### config.mk
export PLATFORM = sky130hd
export DESIGN_NAME = uart_rx_top
export DESIGN_NICKNAME = d
export VERILOG_FILES = /design/src/uart_rx_pkg.sv /design/src/baud_timer.sv /design/src/rx_fifo.sv /design/src/rx_fsm.sv /design/src/rx_shift.sv /design/src/uart_rx_top.sv
export SDC_FILE = /design/constraint.sdc
export NUM_CORES = 1
export LEC_CHECK = 0
export BUFFER_PORTS_ARGS = -buffer_cell sky130_fd_sc_hd__buf_4
export CAP_MARGIN = 40
export CELL_PAD_IN_SITES_DETAIL_PLACEMENT = 0
export CELL_PAD_IN_SITES_GLOBAL_PLACEMENT = 1
export CORE_MARGIN = 3
export CORE_UTILIZATION = 40
export CTS_CLUSTER_SIZE = 8
export DETAILED_ROUTE_END_ITERATION = 6
export PLACE_DENSITY = 0.75
export SYNTH_ARGS = -nofsm -noshare
export SYNTH_HDL_FRONTEND = slang
export SYNTH_SLANG_ARGS = --single-unit
### constraint.sdc
create_clock -name CLK_100MHz -period 5.6 [get_ports CLK_100MHz]
set_input_delay 1.12 -clock CLK_100MHz [delete_from_list [all_inputs] [get_ports CLK_100MHz]]
set_output_delay 1.12 -clock CLK_100MHz [all_outputs]
set_load 0.01 [all_outputs]
### src/uart_rx_pkg.sv
// UART receive definitions
package uart_rx_pkg;

    // Line timing
    localparam int CLK_FREQ  = 100_000_000;         // System clock in Hz
    localparam int BAUD_RATE = 115_200;

    // Clock cycles per bit, 868 at 100 MHz
    localparam int BIT_PERIOD  = CLK_FREQ / BAUD_RATE;
    localparam int HALF_PERIOD = (BIT_PERIOD - 1) / 2;  // Start edge to mid-bit, 433

    // Buffer and flow control
    localparam int FIFO_DEPTH  = 8;                 // Words, power of two
    localparam int CREDIT_INIT = 4;                 // Credits granted after reset or clear

    // Receive word layout
    //   [7:0]  data byte
    //   [14:8] zero
    //   [15]   framing error
    typedef logic [15:0] rx_word_t;
    typedef logic [7:0]  rx_byte_t;

    typedef logic [9:0] timer_t;                    // Holds BIT_PERIOD
    typedef logic [3:0] credit_t;

    // Frame state machine
    typedef enum logic [1:0] {
        ST_IDLE,
        ST_START,
        ST_DATA,
        ST_STOP
    } rx_state_t;

endpackage

### src/baud_timer.sv
// Bit period timer
`timescale 1ns/1ps

module baud_timer (
    input  logic CLK_100MHz,
    input  logic rst_n,
    input  logic clear,
    input  logic timer_load,
    input  logic timer_half,
    output logic timer_done
);
    import uart_rx_pkg::*;

    timer_t cnt;
    logic   running;

    // Count N-1 down to zero so that done comes exactly N cycles after the load
    localparam timer_t LOAD_HALF = timer_t'(HALF_PERIOD - 1);
    localparam timer_t LOAD_FULL = timer_t'(BIT_PERIOD - 1);

    always_ff @(posedge CLK_100MHz) begin
        if (!rst_n || clear) begin
            cnt     <= '0;
            running <= 1'b0;
        end else if (timer_load) begin       // Reload wins over expiry
            cnt     <= timer_half ? LOAD_HALF : LOAD_FULL;
            running <= 1'b1;
        end else if (running) begin
            if (cnt == '0) begin
                running <= 1'b0;             // Stop after the done pulse
            end else begin
                cnt <= cnt - 1'b1;
            end
        end
    end

    // One cycle pulse at expiry
    assign timer_done = running && (cnt == '0);

endmodule

### src/rx_fifo.sv
// Receive word buffer with credit flow control
`timescale 1ns/1ps

module rx_fifo (
    input  logic                  CLK_100MHz,
    input  logic                  rst_n,
    input  logic                  clear,
    input  logic                  word_push,
    input  uart_rx_pkg::rx_word_t rx_word,
    input  logic                  credit_return,
    output uart_rx_pkg::rx_word_t word,
    output logic                  word_valid,
    output logic                  overflow
);
    import uart_rx_pkg::*;

    localparam int PTR_W = $clog2(FIFO_DEPTH);

    rx_word_t         mem [FIFO_DEPTH];
    logic [PTR_W-1:0] wr_ptr;
    logic [PTR_W-1:0] rd_ptr;
    logic [PTR_W:0]   count;                // 0 to FIFO_DEPTH
    credit_t          credits;

    logic empty;
    logic full;
    logic wr_en;
    logic rd_en;

    assign empty = (count == '0);
    assign full  = (count == FIFO_DEPTH[PTR_W:0]);
    assign wr_en = word_push && !full;      // Word dropped when full

    // Deliver only with a word waiting and a credit in hand
    assign rd_en      = !empty && (credits != '0);
    assign word_valid = rd_en;
    assign word       = mem[rd_ptr];

    // Storage, no reset
    always_ff @(posedge CLK_100MHz) begin
        if (wr_en) begin
            mem[wr_ptr] <= rx_word;
        end
    end

    always_ff @(posedge CLK_100MHz) begin
        if (!rst_n || clear) begin
            wr_ptr <= '0;
            rd_ptr <= '0;
            count  <= '0;
        end else begin
            if (wr_en) begin
                wr_ptr <= wr_ptr + 1'b1;    // Wraps, depth is a power of two
            end
            if (rd_en) begin
                rd_ptr <= rd_ptr + 1'b1;
            end
            case ({wr_en, rd_en})
                2'b10:   count <= count + 1'b1;
                2'b01:   count <= count - 1'b1;
                default: count <= count;
            endcase
        end
    end

    // Credit counter
    always_ff @(posedge CLK_100MHz) begin
        if (!rst_n || clear) begin
            credits <= credit_t'(CREDIT_INIT);
        end else begin
            case ({word_valid, credit_return})
                2'b10:   credits <= credits - 1'b1;
                2'b01:   credits <= credits + 1'b1;
                default: credits <= credits;  // Both or neither
            endcase
        end
    end

    // Sticky until reset or clear
    always_ff @(posedge CLK_100MHz) begin
        if (!rst_n || clear) begin
            overflow <= 1'b0;
        end else if (word_push && full) begin
            overflow <= 1'b1;
        end
    end

endmodule

### src/rx_fsm.sv
// UART frame state machine
`timescale 1ns/1ps

module rx_fsm (
    input  logic CLK_100MHz,
    input  logic rst_n,
    input  logic clear,
    input  logic rx_bit,
    input  logic timer_done,
    output logic timer_load,
    output logic timer_half,
    output logic shift_en,
    output logic word_push,
    output logic frame_err
);
    import uart_rx_pkg::*;

    rx_state_t  state;
    rx_state_t  state_nxt;
    logic [2:0] bit_idx;
    logic [2:0] bit_idx_nxt;
    logic       rx_prev;                    // Previous line level for edge detect
    logic       start_edge;

    assign start_edge = rx_prev && !rx_bit;

    always_ff @(posedge CLK_100MHz) begin
        if (!rst_n || clear) begin
            state   <= ST_IDLE;
            bit_idx <= '0;
            rx_prev <= 1'b1;                // Idle line is high
        end else begin
            state   <= state_nxt;
            bit_idx <= bit_idx_nxt;
            rx_prev <= rx_bit;
        end
    end

    always_comb begin
        state_nxt   = state;
        bit_idx_nxt = bit_idx;
        timer_load  = 1'b0;
        timer_half  = 1'b0;
        shift_en    = 1'b0;
        word_push   = 1'b0;

        case (state)
            ST_IDLE: begin
                if (start_edge) begin
                    timer_load = 1'b1;
                    timer_half = 1'b1;      // Wait to mid start bit
                    state_nxt  = ST_START;
                end
            end

            ST_START: begin
                if (timer_done) begin
                    if (!rx_bit) begin      // Start bit still low
                        timer_load  = 1'b1;
                        bit_idx_nxt = '0;
                        state_nxt   = ST_DATA;
                    end else begin
                        state_nxt = ST_IDLE;  // Glitch, no word
                    end
                end
            end

            ST_DATA: begin
                if (timer_done) begin
                    shift_en   = 1'b1;
                    timer_load = 1'b1;
                    if (bit_idx == 3'd7) begin
                        state_nxt = ST_STOP;
                    end else begin
                        bit_idx_nxt = bit_idx + 1'b1;
                    end
                end
            end

            ST_STOP: begin
                if (timer_done) begin
                    word_push = 1'b1;       // Delivered even with a bad stop bit
                    state_nxt = ST_IDLE;
                end
            end

            default: state_nxt = ST_IDLE;
        endcase
    end

    // Low stop bit means a framing error, qualified by word_push
    assign frame_err = (state == ST_STOP) && !rx_bit;

endmodule

### src/rx_shift.sv
// Receive synchronizer and shift register
`timescale 1ns/1ps

module rx_shift (
    input  logic                  CLK_100MHz,
    input  logic                  rst_n,
    input  logic                  clear,
    input  logic                  rx,
    input  logic                  shift_en,
    input  logic                  frame_err,
    output logic                  rx_bit,
    output uart_rx_pkg::rx_word_t rx_word
);
    import uart_rx_pkg::*;

    logic [1:0] rx_sync;                    // Two flop synchronizer
    rx_byte_t   data_sr;

    always_ff @(posedge CLK_100MHz) begin
        if (!rst_n || clear) begin
            rx_sync <= 2'b11;               // Line idles high
        end else begin
            rx_sync <= {rx_sync[0], rx};
        end
    end

    assign rx_bit = rx_sync[1];

    // Data arrives LSB first, so shift in from the top
    always_ff @(posedge CLK_100MHz) begin
        if (!rst_n || clear) begin
            data_sr <= '0;
        end else if (shift_en) begin
            data_sr <= {rx_bit, data_sr[7:1]};
        end
    end

    // Framing error in bit 15, data in the low byte
    assign rx_word = {frame_err, 7'b0, data_sr};

endmodule

### src/uart_rx_top.sv
// UART receive subsystem top
`timescale 1ns/1ps

module uart_rx_top (
    input  logic                  CLK_100MHz,
    input  logic                  rst_n,
    input  logic                  clear,
    input  logic                  rx,
    input  logic                  credit_return,
    output uart_rx_pkg::rx_word_t word,
    output logic                  word_valid,
    output logic                  overflow
);
    import uart_rx_pkg::*;

    logic     rx_bit;                       // Synchronized line
    logic     timer_load;
    logic     timer_half;
    logic     timer_done;
    logic     shift_en;
    logic     word_push;
    logic     frame_err;
    rx_word_t rx_word;

    baud_timer i_baud_timer (
        .CLK_100MHz (CLK_100MHz),
        .rst_n      (rst_n),
        .clear      (clear),
        .timer_load (timer_load),
        .timer_half (timer_half),
        .timer_done (timer_done)
    );

    rx_fsm i_rx_fsm (
        .CLK_100MHz (CLK_100MHz),
        .rst_n      (rst_n),
        .clear      (clear),
        .rx_bit     (rx_bit),
        .timer_done (timer_done),
        .timer_load (timer_load),
        .timer_half (timer_half),
        .shift_en   (shift_en),
        .word_push  (word_push),
        .frame_err  (frame_err)
    );

    rx_shift i_rx_shift (
        .CLK_100MHz (CLK_100MHz),
        .rst_n      (rst_n),
        .clear      (clear),
        .rx         (rx),
        .shift_en   (shift_en),
        .frame_err  (frame_err),
        .rx_bit     (rx_bit),
        .rx_word    (rx_word)
    );

    // Buffer and credit control toward the consumer
    rx_fifo i_rx_fifo (
        .CLK_100MHz    (CLK_100MHz),
        .rst_n         (rst_n),
        .clear         (clear),
        .word_push     (word_push),
        .rx_word       (rx_word),
        .credit_return (credit_return),
        .word          (word),
        .word_valid    (word_valid),
        .overflow      (overflow)
    );

endmodule

==> flow_metrics.env, run 1 <==
export IMPL_clockBufferDepth=2
export IMPL_path_cells="inv_1, ha_1, nor3b_2, and4_2, nand2_1, ha_1, xor2_1, ha_1, a21oi_1, xor2_1, or3_1, a21oi_1"
export IMPL_synth_yosys_seq_area_share_pct=60.4
export IMPL_syn_area_mm2=0.00507
export IMPL_critPathKind="register to register"
export IMPL_drc_errors=0
export IMPL_gp_congestion=0.761
export IMPL_fin_crit_ns=3.34
export IMPL_critPathMaxFanout=13
export IMPL_clk_latency_ns=0.41
export IMPL_synth_cell_types=53
export IMPL_clock_fmax_ghz=0.299
export IMPL_fp_coreArea_mm2=0.0122
export IMPL_slowest_delay_ns=0.68
export IMPL_max_slew_margin_pct=44.1
export IMPL_avgSynthCellArea_um2=13.5
export IMPL_worstMarginPinSlew_ns=0.835
export IMPL_cts_sinks=117
export IMPL_dieArea_mm2=0.0141
export IMPL_clkTransAtPathRegs_ns=0.05
export IMPL_setup_violations=0
export IMPL_ctsRootBufferMaster="clkbuf_16"
export IMPL_grt_pass1_vias=2991
export IMPL_layout_common_cells="72 x edfxtp_1, 45 x dfxtp_1, 29 x nand2_1, 25 x a21oi_1, 23 x buf_4"
export IMPL_hold_class="register to register"
export IMPL_crit_path_end="i_rx_fifo.count[2]"
export IMPL_setup_ws_ns=2.26
export IMPL_core_rowCount=40
export IMPL_synthToLayoutAreaGrowth_pct=16.9
export IMPL_hold_viol=0
export IMPL_dr_pass1_iters=4
export IMPL_initialDrtViolationCount=156
export IMPL_rr_endpoint="i_rx_fifo.count[2]"
export IMPL_cts_hold_fix_buffers=0
export IMPL_postCtsResizedCells=0
export IMPL_timing_setup_tns_ns=0
export IMPL_antenna_found_initial=0
export IMPL_skew_ns=0.00636
export IMPL_rsz0062_at_grt="false"
export IMPL_num_vias=3025
export IMPL_dp_worst_setup_slack_ns=2.31
export IMPL_r2r_start="i_baud_timer.cnt[0]"
export IMPL_min_period_over_period_pct=59.7
export IMPL_ys_ff_latch=117
export IMPL_r2r_cells=12
export IMPL_arrival_ns=3.68
export IMPL_n_antenna_cell=0
export IMPL_grtUsageTotal_pct=13.9
export IMPL_die_height_um=119
export IMPL_post_cts_repair_setup_buffers=0
export IMPL_synth_top_area_share_pct=42.6
export IMPL_htree_levels=4
export IMPL_stdcell_count=580
export IMPL_synth_cells=376
export IMPL_crit_path_end_kind="register"
export IMPL_final_common_cell="edfxtp_1"
export IMPL_avgViaCountPerCell=5.22
export IMPL_drt_total_wl_mm=9.11
export IMPL_cp_required_ns=5.94
export IMPL_dieWidth_um=119
export IMPL_yosysTopAreaCell="edfxtp_1"
export IMPL_dp_cells=548
export IMPL_ff2ff_setup_slack_ns=2.26
export IMPL_p_leak_nw=2.11
export IMPL_drive_above_1_share_pct=25.2
export IMPL_status="complete, no violations"
export IMPL_power_density_mw_per_mm2=325
export IMPL_cts_buffers=17
export IMPL_n_fill_cell=1072
export IMPL_grt_ovfl_total=0
export IMPL_crit_path_start_kind="register"
export IMPL_postRouteAntennaNets=0
export IMPL_grt_start_max_net_pins=34
export IMPL_max_vdd_ir_drop_uv=180
export IMPL_crit_top_cell="ha_1"
export IMPL_hpwl_mm=6.02
export IMPL_cts_tree="built"
export IMPL_ys_warn_count=0
export IMPL_nets=417
export IMPL_grt_pass1_wl_mm=15.0
export IMPL_critPathLaunch="i_baud_timer.cnt[0]"
export IMPL_initial_core_util_pct=41.6
export IMPL_wl_per_cell_um=15.7
export IMPL_synth_area_leaders="edfxtp_1 43%, dfxtp_1 18%, mux4_2 8.0%, ha_1 3.0%, a21oi_1 2.5%"
export IMPL_holdWs_ns=0.414
export IMPL_max_cap_violations=0
export IMPL_cp_slowest_cell="nor3b_2"
export IMPL_portBuffers=15
export IMPL_slew_violations=0
export IMPL_io_pins=23
-- per-layer routing --
metal	wire length [µm]	vias up	share of wire [%]	global-route usage [%]
met3	282	14	3.1	4.11
li1	-	1451	-	-
met4	143	0	1.6	7.17
met5	0	-	0	0
met2	4650	48	51	22.1
met1	4040	1512	44	17.0
-- cell usage after synthesis (all sizes together) --
| cell | count |
|---|---|
| a2111oi | 1 |
| a211oi | 3 |
| a21o | 2 |
| a21oi | 25 |
| a311oi | 2 |
| a31oi | 3 |
| and3 | 2 |
| and4 | 3 |
| buf | 16 |
| clkbuf | 9 |
| clkdlybuf4s50 | 1 |
| conb | 1 |
| dfxtp | 45 |
| edfxtp | 72 |
| fa | 1 |
| ha | 12 |
| inv | 9 |
| mux2 | 10 |
| mux2i | 8 |
| mux4 | 18 |
| nand2 | 29 |
| nand2b | 5 |
| nand3 | 13 |
| nand4 | 3 |
| nor2 | 20 |
| nor2b | 4 |
| nor3 | 5 |
| nor3b | 7 |
| nor4 | 4 |
| nor4b | 4 |
| nor4bb | 1 |
| o2111ai | 2 |
| o21ai | 11 |
| o31a | 1 |
| o31ai | 2 |
| or2 | 2 |
| or2b | 1 |
| or3 | 3 |
| or4 | 2 |
| or4b | 3 |
| xnor2 | 6 |
| xor2 | 5 |
-- area by class of cell --
type,instances,area (µm²),area share (%)
flip-flops and latches,117,3060,51.6
well taps,168,210,3.54
repair buffers,24,184,3.10
clock inverters,15,133,2.23
clock buffers,17,425,7.17
inverters,9,33.8,0.569
multi-input cells,230,1890,31.8
-- how the worst min path moves through the flow --
stage / startpoint / endpoint / slack (ns) / depth (start not counted)
2_1_floorplan: i_rx_shift.rx_sync[0] / i_rx_shift.rx_sync[1] / 0.39 / 1
3_3_place_gp: i_rx_shift.rx_sync[0] / i_rx_shift.rx_sync[1] / 0.41 / 1
3_5_place_dp: i_rx_shift.rx_sync[0] / i_rx_shift.rx_sync[1] / 0.40 / 1
4_1_cts: i_rx_shift.rx_sync[0] / i_rx_shift.rx_sync[1] / 0.42 / 1
5_1_grt: i_rx_shift.rx_sync[0] / i_rx_shift.rx_sync[1] / 0.43 / 1
6_report: i_rx_shift.rx_sync[0] / i_rx_shift.rx_sync[1] / 0.41 / 1
-- worst max-delay path, delay by kind of cell, from the launching register on --
kind                     cells  cell delay [ns]
AND/OR/NAND/NOR              4             1.59
adder cells (fa/ha/maj)      3             0.68
flip-flops                   1             0.35
AO/OA/AOI/OAI                2             0.28
XOR/XNOR                     2             0.25
buffers and inverters        1             0.12
-- power by group --
part | leakage [nW] | switching [W] | internal (W)
Combinational | 0.744 | 0.0000164 | 0.0000106
Clock | 0.256 | 0.000385 | 0.000610
Sequential | 1.11 | 0.00000236 | 0.000907
Total | 2.11 | 0.000404 | 0.00153
-- logic make-up after synthesis --
kind of cell / Yosys count / synth area share [%]
flops: 117 / 60.4
simple gates: 111 / 12.7
mux: 36 / 11.8
xor+xnor: 11 / 1.90
compound gates: 52 / 6.11
buf+inv: 35 / 3.70
fa+ha+maj: 13 / 3.35
other cells: 1 / 0.0739
-- through the flow --
stage	total power [W]	cell area, µm²	utilization (%)
after floorplan	0.000951	5100	-
after global placement	0.000953	5340	43.8
after detailed placement	0.000954	5380	44.0
after CTS	0.00195	5930	48.6
after global routing	0.00199	5930	48.6
final	0.00193	5930	48.6
-- sequential cells by signal (all words and copies together), names as in the netlist, named ones only --
| signal | count |
|---|---|
| i_rx_fifo.credits | 4 |
| i_rx_fifo.count | 4 |
| i_rx_fifo.wr_ptr | 3 |
| i_rx_fsm.bit_idx | 3 |
| i_rx_fifo.rd_ptr | 3 |
| i_rx_fsm.rx_prev | 1 |
| i_rx_shift.data_sr | 8 |
| i_rx_fifo.overflow | 1 |
| i_baud_timer.running | 1 |
| i_baud_timer.cnt | 10 |
| i_rx_shift.rx_sync | 2 |
| i_rx_fifo.mem | 72 |
| i_rx_fsm.state | 1 |
(Power assumes the default switching activity.)
==> inputs of run 2 (changes only) <==
- ABC_AREA: unset -> 1
- PLACE_DENSITY: 0.75 -> 0.78
- clock period: 5.6 -> 3.4 ns (I/O delays scaled with it)
==> flow_metrics.env, run 2 <==
export IMPL_status="complete, no violations"
export IMPL_cts_tree="built"
export IMPL_grt_pass1_vias=3338
export IMPL_met2_length_mm=4.86
export IMPL_synth_most_common_cell="nor2_1"
export IMPL_min_period_over_period_pct=78.6
export IMPL_max_cap_violations=0
export IMPL_multi_input_area_mm2=0.00179
export IMPL_synth_top_area_share_pct=42.5
export IMPL_wl_met3_um=405
export IMPL_ys_warn_count=0
export IMPL_synthToLayoutAreaGrowth_pct=17.8
export IMPL_hpwl_mm=6.47
export IMPL_crit_path_end_kind="register"
export IMPL_clockBufferDepth=2
export IMPL_p_leak_nw=2.36
export IMPL_async_flop_share_pct=0
export IMPL_rr_endpoint="i_rx_fifo.count[2]"
export IMPL_cts_hold_fix_buffers=0
export IMPL_ys_flop_type="edfxtp_1"
export IMPL_dieArea_mm2=0.0141
export IMPL_synth_area_leaders="edfxtp_1 42%, dfxtp_1 18%, nor2_1 6.8%, nand2_1 5.7%, o21ai_0 3.4%"
export IMPL_rsz0062_at_grt="false"
export IMPL_dp_worst_setup_slack_ns=0.681
export IMPL_io_pins=23
export IMPL_drive_above_1_share_pct=13.5
export IMPL_setup_ws_ns=0.728
export IMPL_syn_area_mm2=0.00509
export IMPL_r2r_start="i_baud_timer.cnt[0]"
export IMPL_dr_pass1_iters=4
export IMPL_dpl_cell_area_mm2=0.00541
export IMPL_yosysTopAreaCell="edfxtp_1"
export IMPL_hold_viol=0
export IMPL_whs_path_depth=1
export IMPL_avgSynthCellArea_um2=9.87
export IMPL_portBuffers=15
export IMPL_cp_slowest_cell="nor3_4"
export IMPL_fp_coreArea_mm2=0.0122
export IMPL_dieWidth_um=119
export IMPL_drc_errors=0
export IMPL_cts_buffers=17
export IMPL_cts_sinks=117
export IMPL_drt_total_wl_mm=9.97
export IMPL_largest_reg_flops=72
export IMPL_path_cells="inv_1, ha_1, nand3_2, nor3_4, nand3_2, ha_1, xor2_1, ha_1, a21oi_1, xnor2_1, o21ai_0, inv_1"
export IMPL_wl_met1_mm=4.65
export IMPL_core_rowCount=40
export IMPL_initial_core_util_pct=41.7
export IMPL_r2r_cells=12
export IMPL_layout_common_cells="92 x nor2_1, 77 x nand2_1, 72 x edfxtp_1, 45 x dfxtp_1, 35 x o21ai_0"
export IMPL_max_slew_margin_pct=55.2
export IMPL_ff2ff_setup_slack_ns=0.73
export IMPL_antenna_found_initial=0
export IMPL_cp_required_ns=3.70
export IMPL_skew_ns=0.0117
export IMPL_timing_setup_tns_ns=0
export IMPL_worstMarginPinSlew_ns=0.672
export IMPL_grt_start_max_net_pins=37
export IMPL_crit_path_start_kind="register"
export IMPL_htree_levels=4
export IMPL_gp_congestion=0.799
export IMPL_seq_area_mm2=0.00306
export IMPL_num_vias=3620
export IMPL_postRouteAntennaNets=0
export IMPL_holdWs_ns=0.414
export IMPL_n_fill_cell=1160
export IMPL_power_density_mw_per_mm2=550
export IMPL_clock_fmax_ghz=0.374
export IMPL_arrival_ns=2.97
export IMPL_wl_per_cell_um=13.8
export IMPL_synth_common_cells="92 x nor2_1, 77 x nand2_1, 72 x edfxtp_1"
export IMPL_highest_layer="met4"
export IMPL_setup_violations=0
export IMPL_hold_start="i_rx_shift.rx_sync[0]"
export IMPL_synth_cells=516
export IMPL_regMostFlops="i_rx_fifo.mem"
export IMPL_die_height_um=119
export IMPL_crit_top_cell="ha_1"
export IMPL_ctsRootBufferMaster="clkbuf_16"
export IMPL_final_common_cell="nor2_1"
export IMPL_total_power_w=0.00330
export IMPL_n_antenna_cell=0
export IMPL_synth_edf_count=72
export IMPL_grt_ovfl_total=0
export IMPL_max_vdd_ir_drop_uv=458
export IMPL_ys_ff_latch=117
export IMPL_critPathKind="register to register"
export IMPL_synth_yosys_seq_area_share_pct=60.2
export IMPL_grtUsageTotal_pct=14.9
export IMPL_critPathMaxFanout=11
export IMPL_fin_area_mm2=0.00600
export IMPL_fin_crit_ns=2.67
export IMPL_post_cts_repair_setup_buffers=0
export IMPL_avgViaCountPerCell=4.99
export IMPL_clkTransAtPathRegs_ns=0.05
export IMPL_clk_latency_ns=0.41
export IMPL_grt_pass1_wl_mm=16.5
export IMPL_hold_path_endpoint="i_rx_shift.rx_sync[1]"
export IMPL_initialDrtViolationCount=255
export IMPL_reg_top3="i_rx_fifo.mem x72, i_baud_timer.cnt x10, i_rx_shift.data_sr x8"
export IMPL_nets=562
export IMPL_slowest_delay_ns=0.41
export IMPL_hold_class="register to register"
export IMPL_synth_cell_types=34
export IMPL_slew_violations=0
export IMPL_postCtsResizedCells=0
run 2: cell types whose count changed in the layout (fill, tap and decap cells not counted), sizes merged, moves of 8 or more:
cell,change
inv,+23
mux2i,-8
o32ai,+18
nand3,+15
mux4,-18
mux2,-10
nor2,+75
o21ai,+27
a21oi,+9
nand2,+53
run 2: layer usage:
| metal | GRT usage, % | up-vias |
|---|---|---|
| met1 | 19.1 | 1716 |
| met5 | 0 | - |
| li1 | - | 1830 |
| met3 | 4.27 | 5 |
| met4 | 5.94 | 0 |
| met2 | 23.9 | 69 |
run 2: where the power goes:
part	switching [W]	total [W]	internal, W
Clock	0.000606	0.00175	0.00115
Combinational	0.0000329	0.0000503	0.0000174
Sequential	0.00000357	0.00150	0.00149
run 2: final cells by class:
class | instances | share of cell area, %
inverter | 37 | 2.32
timing repair buffer | 27 | 3.38
multi-input combinational | 344 | 29.9
clock inverter | 13 | 2.63
clock buffer | 19 | 7.22
sequential | 117 | 51.1
tap | 168 | 3.51
run 2: cells by family after synthesis:
| family | after synthesis | synth area share [%] |
|---|---|---|
| buf+inv | 61 | 5.09 |
| other cells | 1 | 0.0737 |
| fa+ha+maj | 13 | 3.34 |
| xor+xnor | 6 | 1.03 |
| simple gates | 226 | 19.6 |
| compound gates | 92 | 10.7 |
| flops | 117 | 60.2 |
run 2: how the worst max path moves through the flow:
| stage | endpoint | from | slack [ns] |
|---|---|---|---|
| floorplan | i_rx_fifo.mem[0][0] | i_baud_timer.cnt[0] | 1.13 |
| global placement | i_rx_fifo.count[2] | i_baud_timer.cnt[0] | 0.80 |
| detailed placement | i_rx_fifo.count[2] | i_baud_timer.cnt[0] | 0.68 |
| CTS | i_rx_fifo.count[2] | i_baud_timer.cnt[0] | 0.68 |
| global route | i_rx_fifo.count[2] | i_baud_timer.cnt[0] | 0.46 |
| finish | i_rx_fifo.count[2] | i_baud_timer.cnt[0] | 0.73 |
run 2: per-stage QoR:
step	cells	utilization [%]
after floorplan	522	-
after global placement	693	44.3
after detailed placement	693	44.3
after CTS	725	49.1
after global routing	725	49.1
final	725	49.1
run 2: critical path: cells and delay by family, from the launching register on:
family	cells	cell delay [ns]
DFF	1	0.33
buffers and inverters	2	0.18
adders and majority gates	3	0.67
and+or+nand+nor	3	0.80
AOI/OAI and AO/OA	2	0.30
xor gates and xnor gates	2	0.28
